## config.mk

```make
export PLATFORM = sky130hd
export DESIGN_NAME = mem_subsys
export DESIGN_NICKNAME = d
export VERILOG_FILES = /design/src/verilog/mem_pkg.sv /design/src/verilog/find_first_arb.sv /design/src/verilog/stq_entry.sv /design/src/verilog/storeq.sv /design/src/verilog/mem_pipe.sv /design/src/verilog/mem_subsys.sv
export VERILOG_INCLUDE_DIRS = /design/src /design/src/verilog
export SDC_FILE = /design/constraint.sdc
export NUM_CORES = 1
export LEC_CHECK = 0
export CAP_MARGIN = 30
export CELL_PAD_IN_SITES_DETAIL_PLACEMENT = 1
export CELL_PAD_IN_SITES_GLOBAL_PLACEMENT = 1
export CORE_MARGIN = 2
export CORE_UTILIZATION = 48
export CTS_CLUSTER_DIAMETER = 150
export DETAILED_ROUTE_END_ITERATION = 16
export DONT_BUFFER_PORTS = 1
export PLACE_DENSITY = 0.73
export SETUP_SLACK_MARGIN = 0.2
export SYNTH_ARGS = -nofsm -noshare
export SYNTH_HDL_FRONTEND = slang
export SYNTH_HIERARCHICAL = 1
export SYNTH_SLANG_ARGS = --single-unit
```

## constraint.sdc

```tcl
create_clock -name clk -period 3.79 [get_ports clk]
set_input_delay 0 -clock clk [delete_from_list [all_inputs] [get_ports clk]]
set_output_delay 0 -clock clk [all_outputs]
set_load 0.1 [all_outputs]
```

## src/verilog/stq_cfg.svh

```systemverilog
`ifndef STQ_CFG_SVH
`define STQ_CFG_SVH

// Store queue sizing
`define STQ_NUM_ENTRIES 8
`define ROB_ID_W        5

// Memory word and line geometry
`define MEM_ADDR_W      16
`define MEM_DATA_W      32
`define MEM_LINE_LSB    4    // Bits below this are offset within the line

// Registered stages mm1 to mm5
`define MEM_PIPE_DEPTH  5

`endif

```

## src/verilog/mem_pkg.sv

```systemverilog
`include "stq_cfg.svh"

package mem_pkg;

    typedef logic [`ROB_ID_W-1:0]                t_rob_id;
    typedef logic [$clog2(`STQ_NUM_ENTRIES)-1:0] t_stq_id;

    typedef enum logic [1:0] {
        OP_ALU   = 2'd0,
        OP_LOAD  = 2'd1,
        OP_STORE = 2'd2
    } t_opcode;

    typedef struct packed {
        t_opcode                opcode;
        t_rob_id                robid;
        t_stq_id                stqid;
        logic [`MEM_ADDR_W-1:0] vaddr;
        logic [`MEM_DATA_W-1:0] data;
    } t_iss_pkt;

    typedef struct packed {
        logic    valid;
        t_rob_id robid;  // Everything this age and younger goes
    } t_nuke_pkt;

    typedef struct packed {
        t_stq_id                stqid;
        t_rob_id                robid;
        logic [`MEM_ADDR_W-1:0] vaddr;
        logic [`MEM_DATA_W-1:0] data;
    } t_mempipe_arb;

    typedef enum logic [1:0] {
        ACT_NONE     = 2'd0,
        ACT_COMPLETE = 2'd1,
        ACT_REPLAY   = 2'd2
    } t_mempipe_action;

    typedef struct packed {
        t_rob_id                robid;
        logic [`MEM_ADDR_W-1:0] vaddr;
        logic [`MEM_DATA_W-1:0] data;
    } t_stq_static;

    typedef struct packed {
        t_rob_id                robid;
        logic [`MEM_ADDR_W-1:0] vaddr;
        logic [`MEM_DATA_W-1:0] data;
    } t_commit_pkt;

    // Distances from the oldest id wrap modulo the ROB size
    function automatic logic rob_is_younger_eq(t_rob_id robid, t_rob_id ref_robid,
                                               t_rob_id oldest);
        t_rob_id dist_robid;
        t_rob_id dist_ref;
        dist_robid = robid - oldest;
        dist_ref   = ref_robid - oldest;
        return dist_robid >= dist_ref;
    endfunction

endpackage

```

## src/verilog/find_first_arb.sv

```systemverilog
`timescale 1ns/1ns
`include "stq_cfg.svh"

// Lowest index wins. Clock and reset go unused by this policy
module find_first_arb (
    input  logic                         clk,
    input  logic                         arst_n,
    input  logic [`STQ_NUM_ENTRIES-1:0]  req_valids,
    input  mem_pkg::t_mempipe_arb        req_pkts [`STQ_NUM_ENTRIES-1:0],
    output logic [`STQ_NUM_ENTRIES-1:0]  gnts,
    output logic                         out_valid,
    output mem_pkg::t_mempipe_arb        out_pkt,
    input  logic                         out_gnt
);

logic [`STQ_NUM_ENTRIES-1:0] sel;

// Isolate lowest set bit
assign sel       = req_valids & (~req_valids + `STQ_NUM_ENTRIES'(1));
assign out_valid = |req_valids;
assign gnts      = out_gnt ? sel : '0;

// ------------------------------------------------------------
// Winner packet mux
// ------------------------------------------------------------

always_comb begin
    out_pkt = '0;
    for (int i = 0; i < `STQ_NUM_ENTRIES; i++) begin
        if (sel[i]) begin
            out_pkt = req_pkts[i];
        end
    end
end

endmodule

```

## src/verilog/stq_entry.sv

```systemverilog
`timescale 1ns/1ns

module stq_entry (
    input  logic                      clk,
    input  logic                      arst_n,
    input  mem_pkg::t_stq_id          id,
    input  mem_pkg::t_nuke_pkt        nuke,
    input  mem_pkg::t_rob_id          oldest_robid,
    input  logic                      alloc,
    input  mem_pkg::t_stq_static      alloc_static,
    output logic                      valid,
    output logic                      req,
    output mem_pkg::t_mempipe_arb     req_pkt,
    input  logic                      gnt,
    input  logic                      pipe_valid_mm5,
    input  mem_pkg::t_mempipe_arb     pipe_pkt_mm5,
    input  mem_pkg::t_mempipe_action  pipe_action_mm5
);

logic                 inflight;   // Sent to pipe, result not back yet
logic                 waiting;
logic                 hit_mm5;
logic                 nuke_hit;
logic                 nuke_alloc;
mem_pkg::t_stq_static st;

// ------------------------------------------------------------
// Status decode
// ------------------------------------------------------------

assign waiting = valid & ~inflight;

// Only our own in-flight op may act on us
assign hit_mm5 = pipe_valid_mm5 && inflight && (pipe_pkt_mm5.stqid == id);

assign nuke_hit = nuke.valid &&
                  mem_pkg::rob_is_younger_eq(st.robid, nuke.robid, oldest_robid);

// Store arriving in the nuke cycle may itself be flushed
assign nuke_alloc = nuke.valid &&
                    mem_pkg::rob_is_younger_eq(alloc_static.robid, nuke.robid, oldest_robid);

// ------------------------------------------------------------
// Flags
// ------------------------------------------------------------

always_ff @(posedge clk or negedge arst_n) begin
    if (!arst_n) begin
        valid    <= 1'b0;
        inflight <= 1'b0;
    end else if (alloc) begin
        valid    <= ~nuke_alloc;
        inflight <= 1'b0;
    end else if (valid && nuke_hit) begin
        valid    <= 1'b0;
        inflight <= 1'b0;
    end else if (hit_mm5) begin
        case (pipe_action_mm5)
            mem_pkg::ACT_COMPLETE: begin
                valid    <= 1'b0;
                inflight <= 1'b0;
            end
            mem_pkg::ACT_REPLAY: begin
                inflight <= 1'b0;  // Back to waiting, asks again next cycle
            end
            default: begin
                inflight <= inflight;
            end
        endcase
    end else if (gnt) begin
        inflight <= 1'b1;
    end
end

always_ff @(posedge clk) begin
    if (alloc) begin
        st <= alloc_static;
    end
end

// ------------------------------------------------------------
// Pipe request
// ------------------------------------------------------------

assign req = waiting;

always_comb begin
    req_pkt.stqid = id;
    req_pkt.robid = st.robid;
    req_pkt.vaddr = st.vaddr;
    req_pkt.data  = st.data;
end

endmodule

```

## src/verilog/storeq.sv

```systemverilog
`timescale 1ns/1ns
`include "stq_cfg.svh"

module storeq (
    input  logic                         clk,
    input  logic                         arst_n,
    input  mem_pkg::t_nuke_pkt           nuke,
    input  mem_pkg::t_rob_id             oldest_robid,

    input  logic                         iss_valid,
    input  mem_pkg::t_iss_pkt            iss_pkt,

    output logic                         pipe_req,
    output mem_pkg::t_mempipe_arb        pipe_req_pkt,
    input  logic                         pipe_gnt,

    input  logic                         pipe_valid_mm5,
    input  mem_pkg::t_mempipe_arb        pipe_pkt_mm5,
    input  mem_pkg::t_mempipe_action     pipe_action_mm5,

    output logic [`STQ_NUM_ENTRIES-1:0]  stq_valids
);

logic                        q_alloc;
logic [`STQ_NUM_ENTRIES-1:0] e_alloc;
mem_pkg::t_stq_static        alloc_static;

logic [`STQ_NUM_ENTRIES-1:0] e_req;
mem_pkg::t_mempipe_arb       e_req_pkt [`STQ_NUM_ENTRIES-1:0];
logic [`STQ_NUM_ENTRIES-1:0] e_gnt;

// ------------------------------------------------------------
// Allocation
// ------------------------------------------------------------

assign q_alloc = iss_valid && (iss_pkt.opcode == mem_pkg::OP_STORE);
assign e_alloc = q_alloc ? (`STQ_NUM_ENTRIES'(1) << iss_pkt.stqid) : '0;

always_comb begin
    alloc_static.robid = iss_pkt.robid;
    alloc_static.vaddr = iss_pkt.vaddr;
    alloc_static.data  = iss_pkt.data;
end

// ------------------------------------------------------------
// Pipe arbitration
// ------------------------------------------------------------

find_first_arb pipe_arb (
    .clk        (clk),
    .arst_n     (arst_n),
    .req_valids (e_req),
    .req_pkts   (e_req_pkt),
    .gnts       (e_gnt),
    .out_valid  (pipe_req),
    .out_pkt    (pipe_req_pkt),
    .out_gnt    (pipe_gnt)
);

// ------------------------------------------------------------
// Entries
// ------------------------------------------------------------

for (genvar e = 0; e < `STQ_NUM_ENTRIES; e++) begin : g_entry
    stq_entry u_entry (
        .clk             (clk),
        .arst_n          (arst_n),
        .id              (mem_pkg::t_stq_id'(e)),
        .nuke            (nuke),
        .oldest_robid    (oldest_robid),
        .alloc           (e_alloc[e]),
        .alloc_static    (alloc_static),
        .valid           (stq_valids[e]),
        .req             (e_req[e]),
        .req_pkt         (e_req_pkt[e]),
        .gnt             (e_gnt[e]),
        .pipe_valid_mm5  (pipe_valid_mm5),
        .pipe_pkt_mm5    (pipe_pkt_mm5),
        .pipe_action_mm5 (pipe_action_mm5)
    );
end

endmodule

```

## src/verilog/mem_pipe.sv

```systemverilog
`timescale 1ns/1ns
`include "stq_cfg.svh"

module mem_pipe (
    input  logic                      clk,
    input  logic                      arst_n,
    input  mem_pkg::t_nuke_pkt        nuke,
    input  mem_pkg::t_rob_id          oldest_robid,
    input  logic                      pipe_stall,

    input  logic                      pipe_req,
    input  mem_pkg::t_mempipe_arb     pipe_req_pkt,
    output logic                      pipe_gnt,

    output logic                      pipe_valid_mm5,
    output mem_pkg::t_mempipe_arb     pipe_pkt_mm5,
    output mem_pkg::t_mempipe_action  pipe_action_mm5,

    output logic                      commit_valid,
    output mem_pkg::t_commit_pkt      commit_pkt
);

localparam int D = `MEM_PIPE_DEPTH;

typedef struct packed {
    logic                  replay;  // Decided once at mm0
    mem_pkg::t_mempipe_arb req;
} t_stage;

logic [D:1]  stg_v;
t_stage      stg [D:1];
logic [D:1]  kill;
logic        kill_mm0;
logic        conflict_mm0;
logic        accept_mm0;

function automatic logic [`MEM_ADDR_W-1:`MEM_LINE_LSB] line_of(
    logic [`MEM_ADDR_W-1:0] vaddr);
    return vaddr[`MEM_ADDR_W-1:`MEM_LINE_LSB];
endfunction

// ------------------------------------------------------------
// mm0 entry
// ------------------------------------------------------------

assign pipe_gnt = ~pipe_stall;

assign kill_mm0 = nuke.valid &&
                  mem_pkg::rob_is_younger_eq(pipe_req_pkt.robid, nuke.robid, oldest_robid);
assign accept_mm0 = pipe_req && pipe_gnt && !kill_mm0;

always_comb begin
    conflict_mm0 = 1'b0;
    for (int s = 1; s < D; s++) begin  // mm1..mm4
        if (stg_v[s] && line_of(stg[s].req.vaddr) == line_of(pipe_req_pkt.vaddr)) begin
            conflict_mm0 = 1'b1;
        end
    end
end

// ------------------------------------------------------------
// Stages mm1 to mm5
// ------------------------------------------------------------

always_comb begin
    for (int s = 1; s <= D; s++) begin
        kill[s] = nuke.valid &&
                  mem_pkg::rob_is_younger_eq(stg[s].req.robid, nuke.robid, oldest_robid);
    end
end

always_ff @(posedge clk or negedge arst_n) begin
    if (!arst_n) begin
        stg_v <= '0;
    end else begin
        stg_v[1] <= accept_mm0;
        for (int s = 2; s <= D; s++) begin
            stg_v[s] <= stg_v[s-1] && !kill[s-1];
        end
    end
end

always_ff @(posedge clk) begin
    stg[1].replay <= conflict_mm0;
    stg[1].req    <= pipe_req_pkt;
    for (int s = 2; s <= D; s++) begin
        stg[s] <= stg[s-1];
    end
end

// ------------------------------------------------------------
// mm5 result and commit
// ------------------------------------------------------------

assign pipe_valid_mm5 = stg_v[D] && !kill[D];  // Nuked op never reports
assign pipe_pkt_mm5   = stg[D].req;

always_comb begin
    pipe_action_mm5 = mem_pkg::ACT_NONE;
    if (pipe_valid_mm5) begin
        pipe_action_mm5 = stg[D].replay ? mem_pkg::ACT_REPLAY : mem_pkg::ACT_COMPLETE;
    end
end

assign commit_valid     = (pipe_action_mm5 == mem_pkg::ACT_COMPLETE);
assign commit_pkt.robid = stg[D].req.robid;
assign commit_pkt.vaddr = stg[D].req.vaddr;
assign commit_pkt.data  = stg[D].req.data;

endmodule

```

## src/verilog/mem_subsys.sv

```systemverilog
`timescale 1ns/1ns
`include "stq_cfg.svh"

module mem_subsys (
    input  logic                         clk,
    input  logic                         arst_n,
    input  logic                         iss_valid,
    input  mem_pkg::t_iss_pkt            iss_pkt,
    input  mem_pkg::t_nuke_pkt           nuke,
    input  mem_pkg::t_rob_id             oldest_robid,
    input  logic                         pipe_stall,
    output logic                         commit_valid,
    output mem_pkg::t_commit_pkt         commit_pkt,
    output logic [`STQ_NUM_ENTRIES-1:0]  stq_valids
);

// Queue to pipe request path
logic                     pipe_req;
mem_pkg::t_mempipe_arb    pipe_req_pkt;
logic                     pipe_gnt;

// Pipe result back to every entry
logic                     pipe_valid_mm5;
mem_pkg::t_mempipe_arb    pipe_pkt_mm5;
mem_pkg::t_mempipe_action pipe_action_mm5;

storeq u_storeq (
    .clk             (clk),
    .arst_n          (arst_n),
    .nuke            (nuke),
    .oldest_robid    (oldest_robid),
    .iss_valid       (iss_valid),
    .iss_pkt         (iss_pkt),
    .pipe_req        (pipe_req),
    .pipe_req_pkt    (pipe_req_pkt),
    .pipe_gnt        (pipe_gnt),
    .pipe_valid_mm5  (pipe_valid_mm5),
    .pipe_pkt_mm5    (pipe_pkt_mm5),
    .pipe_action_mm5 (pipe_action_mm5),
    .stq_valids      (stq_valids)
);

mem_pipe u_mem_pipe (
    .clk             (clk),
    .arst_n          (arst_n),
    .nuke            (nuke),
    .oldest_robid    (oldest_robid),
    .pipe_stall      (pipe_stall),
    .pipe_req        (pipe_req),
    .pipe_req_pkt    (pipe_req_pkt),
    .pipe_gnt        (pipe_gnt),
    .pipe_valid_mm5  (pipe_valid_mm5),
    .pipe_pkt_mm5    (pipe_pkt_mm5),
    .pipe_action_mm5 (pipe_action_mm5),
    .commit_valid    (commit_valid),
    .commit_pkt      (commit_pkt)
);

endmodule

```

==> results.cfg <==
[power]
ir_drop_uv = 586.6
leakage_nw = 14.09
p_per_area_mw_per_mm2 = 656.8

[placed_design]
gp_congestion = 0.8446
io_buffers = 0
placed_area_mm2 = 0.03327
hpwlAfterDp_mm = 53.81

[worst_setup_path]
timing.rr.end = u_mem_pipe/stg_v[1]
arrival_ns = 4.23
crit_chain = nor2b_4 > buf_4 > buf_4 > nor2_4 > a2bb2oi_2 > inv_1 > ha_1 > inv_2 > fa_1 > ha_1 > a21o_1 > a221oi_2 > o22ai_1 > a21oi_1
cpPeakStageDelay_ns = 0.61
start_kind = register
slowest_stage = buf_4
cp.required_ns = 4.33
r2r_setup_slack_ns = 0.09
endpoint_kind = register
cp_max_fo = 41
setup.worst_path.class = reg2reg
reg2reg_from = u_storeq/g_entry[3].u_entry/inflight
reg2reg_depth = 14

[timing]
slew_headroom_pct = 33.11
fin_hold_ws_ns = -0.003964
min_period_ns = 3.699
min_period_over_period_pct = 97.61
hold_viol_final = 1
slew_violations = 0
finClkSkew_ns = 0.02505
finalSetupViolCount = 0
fin_tns_setup_ns = 0
fmax_mhz = 270.3
worst_slew_pin_slew_ns = 1.002
rsz0062_at_grt = true

[clock_network]
h-tree-depth = 3
clockBufferDepth = 3
cts.sinks = 730
clkLatencyLatePin_ns = 0.62
clk_pin_slew_worst_paths_ns = 0.06
cts_tree = yes
cts_buffers = 73
cts_root_buf = clkbuf_16

[floorplan]
dieArea_mm2 = 0.06919
rows = 94
die-height_um = 263.0
start_util_pct = 48.73
dieWidth_um = 263.0
fp.coreArea_mm2 = 0.06610
io_pins = 135

[grt]
met2_usage_pct = 42.92
grt-busiest-layer = met2
grt.met1_usage_pct = 32.67
antenna_found_initial = 8
grt_max_degree = 67
grt_pass1_vias = 22650
grt_util_met3_pct = 5.173
grt_usage_pct = 25.40
gr-total-overflow = 0
grt_pass1_wl_mm = 134.8

[detailed_routing]
route.detailed.drc = 0
vias = 20780
drt_iter0_markers = 1526
routed_via_density = 5.832
firstDrtPassIters = 7
wl_per_cell_um = 24.66
ant_nets = 0
finalWirelength_mm = 87.84

[run_status]
violations = hold timing
status = finished, violations left

[hold_path]
worstHoldStart = nuke[4]
hold_end = u_storeq/g_entry[1].u_entry/inflight
hold_depth = 5
hold_path.class = in2reg

[cells_and_area]
final_area_mm2 = 0.03662
nets = 2936
fill_cells = 6538
drive_gt1_share_pct = 12.21
syn_to_final_growth_pct = 13.68

[synthesis]
syn_avg_cell_area_um2 = 12.67
ys_warn_count = 6
netlist_area_mm2 = 0.03221
synthCells = 2543

[run]
maxCapViolCount = 0
==> worst max-delay path, delay by kind of cell, from the launching register on <==
| kind | cells | cell delay, ns |
|---|---|---|
| flip-flops | 1 | 0.42 |
| adder cells (fa/ha/maj) | 3 | 0.92 |
| buffers and inverters | 4 | 1.04 |
| AO/OA/AOI/OAI | 5 | 0.89 |
| AND/OR/NAND/NOR | 2 | 0.30 |
==> power breakdown <==
group,switching [W],internal [W]
sequential,0.00221,0.00977
clock,0.00304,0.00411
combinational,0.00282,0.00209
==> layout by cell type (no fill, tap or decap), drive strengths merged, types with 4 or more instances in the layout <==
| cell | count |
|---|---|
| xor2 | 104 |
| ha | 198 |
| a221oi | 55 |
| nor2 | 55 |
| inv | 183 |
| nor3 | 15 |
| dfxtp | 285 |
| and2b | 6 |
| dlygate4sd3 | 85 |
| a21oi | 149 |
| dfrtp | 21 |
| a21o | 57 |
| nand4 | 15 |
| conb | 48 |
| a2bb2oi | 53 |
| xnor2 | 93 |
| nand2 | 158 |
| diode | 4 |
| buf | 68 |
| and3 | 7 |
| clkbuf | 101 |
| o21ai | 97 |
| nand2b | 28 |
| edfxtp | 424 |
| a211oi | 60 |
| fa | 31 |
| nor2b | 76 |
| clkinvlp | 4 |
| o22ai | 70 |
| maj3 | 19 |
| a31oi | 10 |
| nor4 | 8 |
| o221ai | 53 |
| clkinv | 24 |
==> registers in the layout, summed over array words and instances, names as in the netlist <==
signal,cells
u_storeq/g_entry.u_entry/valid,8
u_storeq/g_entry.u_entry/inflight,8
u_mem_pipe/stg_v,5
u_mem_pipe/stg,285
u_storeq/g_entry.u_entry/req_pkt,424
==> worst max path at each step <==
stage,startpoint,endpoint
3_3_place_gp,u_storeq/g_entry[1].u_entry/valid,u_mem_pipe/stg_v[1]
3_5_place_dp,u_storeq/g_entry[1].u_entry/valid,u_mem_pipe/stg_v[1]
6_report,u_storeq/g_entry[3].u_entry/inflight,u_mem_pipe/stg_v[1]
2_1_floorplan,u_storeq/g_entry[1].u_entry/valid,u_mem_pipe/stg_v[1]
5_1_grt,u_storeq/g_entry[1].u_entry/valid,u_mem_pipe/stg_v[1]
4_1_cts,u_storeq/g_entry[1].u_entry/valid,u_mem_pipe/stg_v[1]
==> metrics by stage <==
step | worst slack [ns] | cells | util, % | power [W]
after floorplan | -0.1835 | 2589 | - | 0.01573
after global placement | 0.05037 | 3334 | 50.30 | 0.01649
after detailed placement | 0.02930 | 3335 | 50.34 | 0.01675
final | 0.09073 | 3562 | 55.40 | 0.02405
after global routing | -0.06038 | 3561 | 55.39 | 0.02506
after CTS | 0.1423 | 3556 | 55.29 | 0.02413
==> final cells by class <==
type / instances / area [um2] / share of cell area (%)
clock buffer: 101 / 2141 / 5.847
multi-input combinational: 1497 / 11990 / 32.76
antenna: 4 / 10.01 / 0.02734
clock inverter: 34 / 241.5 / 0.6595
timing repair buffer: 153 / 1496 / 4.087
sequential: 730 / 18980 / 51.83
tap: 864 / 1081 / 2.952
inverter: 179 / 675.6 / 1.845
==> layer usage <==
metal  vias to the layer above  part of all wire (%)  routed length [um]
met5                         -                 0.048                  42
met1                     10620                    42               37070
li1                       9312                     -                   -
met3                       166                   6.2                5418
met4                         6                   3.0                2674
met2                       671                    49               42640
==> repair_timing <==
action / in CTS / in global routing
setup buffers: 0 / 1
resized for setup: 2 / 13
endpoints found under the hold margin: 574 / 9
cloned: 0 / 0
endpoints found under the setup margin: 3 / 7
hold buffers: 86 / 1
pin swaps: 0 / 3
Note: power is estimated with default switching activity, not from simulation.
